`config.mk`:
```
export PLATFORM = sky130hd
export DESIGN_NAME = ray_load_regs
export DESIGN_NICKNAME = d
export VERILOG_FILES = /design/src/logic/ray_pkg.sv /design/src/logic/ray_load_regs.sv
export VERILOG_INCLUDE_DIRS = /design/src /design/src/logic
export SDC_FILE = /design/constraint.sdc
export NUM_CORES = 1
export LEC_CHECK = 0
export ABC_AREA = 1
export BUFFER_PORTS_ARGS = -buffer_cell sky130_fd_sc_hd__buf_4
export CAP_MARGIN = 20
export CORE_UTILIZATION = 46
export DETAILED_ROUTE_END_ITERATION = 6
export PLACE_DENSITY = 0.73
export REMOVE_ABC_BUFFERS = 1
export SLEW_MARGIN = 20
export SYNTH_ARGS = -nofsm -noshare
export SYNTH_HDL_FRONTEND = slang
export SYNTH_SLANG_ARGS = --single-unit
```
`constraint.sdc`:
```
create_clock -name clk -period 0.8 [get_ports clk]
set_input_delay 0 -clock clk [delete_from_list [all_inputs] [get_ports clk]]
set_output_delay 0 -clock clk [all_outputs]
set_load 0.05 [all_outputs]
```
`src/logic/raystore_params.svh`:
```
`ifndef RAYSTORE_PARAMS_SVH
`define RAYSTORE_PARAMS_SVH

// ray index width
`define RAY_ID_W 6

// one coordinate, single precision bits
`define RAY_COMP_W 32

// number of stored rays
`define RAY_DEPTH 64

`endif

```
`src/logic/ray_pkg.sv`:
```
`default_nettype none

`include "raystore_params.svh"

package ray_pkg;

	typedef logic [`RAY_ID_W-1:0] ray_id_t;

	typedef logic [`RAY_COMP_W-1:0] ray_comp_t;

	// origin first, then direction
	typedef struct packed {
		ray_comp_t ox;
		ray_comp_t oy;
		ray_comp_t oz;
		ray_comp_t dx;
		ray_comp_t dy;
		ray_comp_t dz;
	} ray_vec_t;

endpackage : ray_pkg

`default_nettype wire

```
`src/logic/ray_load_regs.sv`:
```
`default_nettype none

`include "raystore_params.svh"

module ray_load_regs import ray_pkg::*; (
	input logic clk,
	input logic rst_n,
	input logic reg_wr,
	input logic [2:0] reg_addr,
	input ray_comp_t reg_wdata,
	output logic ld_we,
	output ray_id_t ld_id,
	output ray_vec_t ld_vec
);

	localparam logic [2:0] COMMIT_ADDR = 3'd7;

	logic commit;

	assign commit = reg_wr && (reg_addr == COMMIT_ADDR);

	// staging registers, host map 0 = id, 1..6 = components
	always_ff @(posedge clk) begin
		if (reg_wr) begin
			case (reg_addr)
				3'd0: ld_id <= reg_wdata[`RAY_ID_W-1:0];
				3'd1: ld_vec.ox <= reg_wdata;
				3'd2: ld_vec.oy <= reg_wdata;
				3'd3: ld_vec.oz <= reg_wdata;
				3'd4: ld_vec.dx <= reg_wdata;
				3'd5: ld_vec.dy <= reg_wdata;
				3'd6: ld_vec.dz <= reg_wdata;
				default: begin
				end
			endcase
		end
	end

	// single cycle write pulse after the commit
	always_ff @(posedge clk or negedge rst_n) begin
		if (!rst_n) begin
			ld_we <= 1'b0;
		end else begin
			ld_we <= commit;
		end
	end

endmodule : ray_load_regs

`default_nettype wire

```
# == Word-level counts from Yosys, hierarchy flattened ==
# Cells that the tools add are included.
# word_totals
reg_bits,199
output_inout_bits,199
# op_classes
n_eq_ne,7
reduce_logical,9
# ops
operator,count
AND reduction 2 bit,7
== test 3 bit (second input constant),4
== test 3 x 2 -> 1 bit (second input constant),2
== test 3 x 1 -> 1 bit (second input constant),1
zero test 3 bit,1
logical AND 1 bit,1

# == Depth between registers and ports, before layout ==
# logic_depth
word_depth,2
mapped_depth,3

# == Worst setup path before layout ==
# Ideal clock, no wire load.
# synth_timing
path_kind,input-to-reg
from,input port reg_addr[2]
to,"register ld_vec[128] (netlist bit), enable pin"
setup_time_ns,0.421
arrival_ns,1.497
slack_ns,-1.118
path_stages,3
n_path_buf,0
path_cell_list,inv_1 nand2_1 nor2_1
# synth_between
elab_chain_cells,2
# synth_lines
item,line,rtl
"start, declared",ray_load_regs.sv:9,"input logic [2:0] reg_addr,"
== test 3 x 2 -> 1 bit,ray_load_regs.sv:25,case (reg_addr)
AND reduction 2 bit (no source line),-,
"end, declared",ray_load_regs.sv:13,output ray_vec_t ld_vec
# No other way between the ends.
# A chain may end at the register's enable or synchronous reset.

# == Final worst setup path ==
# layout_timing
from,register ld_vec[65] (netlist bit)
to,output port ld_vec[65] (netlist bit)
# No word-level cell between the ends.

==> results.toml <==
[clock_network]
cts_tree = "done"
clock-sinks = 199
cts.clk_slew.worst_paths_ps = 70
ctsRootBufferMaster = "clkbuf_16"
postCtsSetupBuffers = 0
clk_path_buf_depth = 2
cts_htree_levels = 4
numCtsBuffers = 17

[timing]
max_freq_ghz = 0.943
worstMarginPinSlew_ps = 314
min_period_ps = 1060
fin_crit_sh = 1.33
finalSetupViolations = 199
relSlewSlack = 0.790
holdWs_ps = 35.3
setup_ws_ps = -261
finalHoldViolCount = 0
rsz0062_at_grt = "yes"
maxSlewViolCount = 0

[cells_and_area]
drive_gt1_frac = 0.536
final_cell_mix = "199 x buf_6, 198 x edfxtp_1, 40 x buf_4, 35 x dlygate4sd3_1, 17 x clkbuf_16"
layout.cells.most_common = "buf_6"
final_cells = 704
final_nets = 557
antenna_cells = 0
syn_to_final_growth_pct = 66.0

[worst_hold_path]
worstHoldStart = "reg_wr"
min_path_cells = 3
hold_path.class = "primary input to flip-flop"
holdPathEnd = "ld_we"

[setup_path]
path_cells = "buf_6"
crit_buf_inv = 1
critical_path.max_stage_delay_ps = 440
worstPathMaxFanout = 1
arrival_ps = 1060
critPathCaptureType = "primary output"
crit_family = "flip-flops"
path_class = "flip-flop to primary output"
cp.required_ps = 800
cp-start-kind = "flip-flop"
cp_slowest_cell = "edfxtp_1"

[logic_synthesis]
syn_area_um2 = 6030
seq_area_frac_synth = 0.989
syn_avg_cell_area_um2 = 27.9
ys_seq_elements = 199
ys_top_cells_by_area = "edfxtp_1 99%, nor2_1 0.50%, dfrtp_1 0.41%"
synthDistinctLibCells = 5
yosysTopAreaCellShare = 0.985
netlist_instances = 216
yosysWarnings = 0
synth_top_cell_by_area = "edfxtp_1"

[placement]
dp_hpwl_um = 9240
port_buffers = 236
pre_cts_ws_ps = -265
gp_congestion = 0.769
dp_cells = 637

[drt]
avgRoutedWirePerCell_um = 21.1
drt-vias-per-instance = 4.72
vias = 3321
wl_um = 14900
antenna_left = 0
first_iter_violations = 174
route.detailed.drc = 0
drt_first_pass_iters = 4

[global_route]
antenna_found_initial = 0
grt-ovfl-total = 0
grt_max_degree = 22
track_usage = 0.227
grt_pass1_wl_um = 20700
first_global_vias = 3474

[floorplan]
io_pins = 237
initial_core_util = 0.474
die-area_um2 = 13600
std_cell_rows = 41
coreArea_um2 = 12700
die_w_um = 117
die_height_um = 117

[power_and_ir_drop]
power_density_nw_per_um2 = 2320
irDropWorstVdd_mv = 1.80
leakagePower_nw = 3.78
finalPower_mw = 23.2

[status]
violations = "setup timing"
outcome = "complete, but fails checks"

[job]
timing.max_cap.violations = 0
area by class of cell:
type | count | area (um2)
Inverter | 3 | 11.3
Timing Repair Buffer | 284 | 3090
Sequential cell | 199 | 5970
Multi-Input combinational cell | 14 | 97.6
Fill cell | 678 | 2710
Clock inverter | 9 | 140
Clock buffer | 23 | 488
Tap cell | 172 | 215
cells by family (layout without fill, tap and decap cells):
group,count (synthesis),after routing,synth area share
buffers and inverters,3,319,0.00187
DFF,199,199,0.989
and+or+nand+nor,14,14,0.00871
repair_timing:
action / in CTS / in global routing
setup endpoints to repair: 199 / 199
hold buffers: 35 / 0
endpoints found under the hold margin: 200 / 0
gates resized for setup: 199 / 0
cell usage after synthesis:
cell	n
edfxtp_1	198
nor2_1	8
nand2_1	6
inv_1	3
dfrtp_1	1
registers in the layout, summed over array words and instances, names as in the netlist:
signal / cells
ld_id: 6
ld_vec: 192
ld_we: 1
metal layers:
layer / wire, um / vias to the layer above / global-route usage
met2: 7730 / 175 / 0.385
met3: 1460 / 23 / 0.106
met5: 0 / - / 0
met1: 5410 / 1646 / 0.250
met4: 284 / 0 / 0.0878
li1: - / 1477 / -
power breakdown:
group          internal [mW]  total [mW]  switching [mW]
Combinational          0.845        2.38            1.53
Clock                   5.28        8.88            3.60
Sequential              11.8        12.0           0.165
Total                   18.0        23.2            5.29
stage by stage:
step	TNS, ps	cell area (um2)	util
after global routing	-45360	10000	0.787
after floorplan	-211970	6030	-
final	-38170	10000	0.787
after CTS	-39660	10000	0.787
after detailed placement	-45410	8290	0.652
after global placement	-39990	8290	0.652
worst max path at each step:
stage                      startpoint  cells after the start           to  slack [ps]
after floorplan           reg_addr[2]                      3  ld_vec[128]       -1120
after global placement    reg_addr[2]                      5  ld_vec[149]        -250
after detailed placement  reg_addr[2]                      5  ld_vec[167]        -260
after CTS                  ld_vec[65]                      1   ld_vec[65]        -260
after global routing       ld_vec[65]                      1   ld_vec[65]        -280
final                      ld_vec[65]                      1   ld_vec[65]        -260
(Power assumes the default switching activity.)
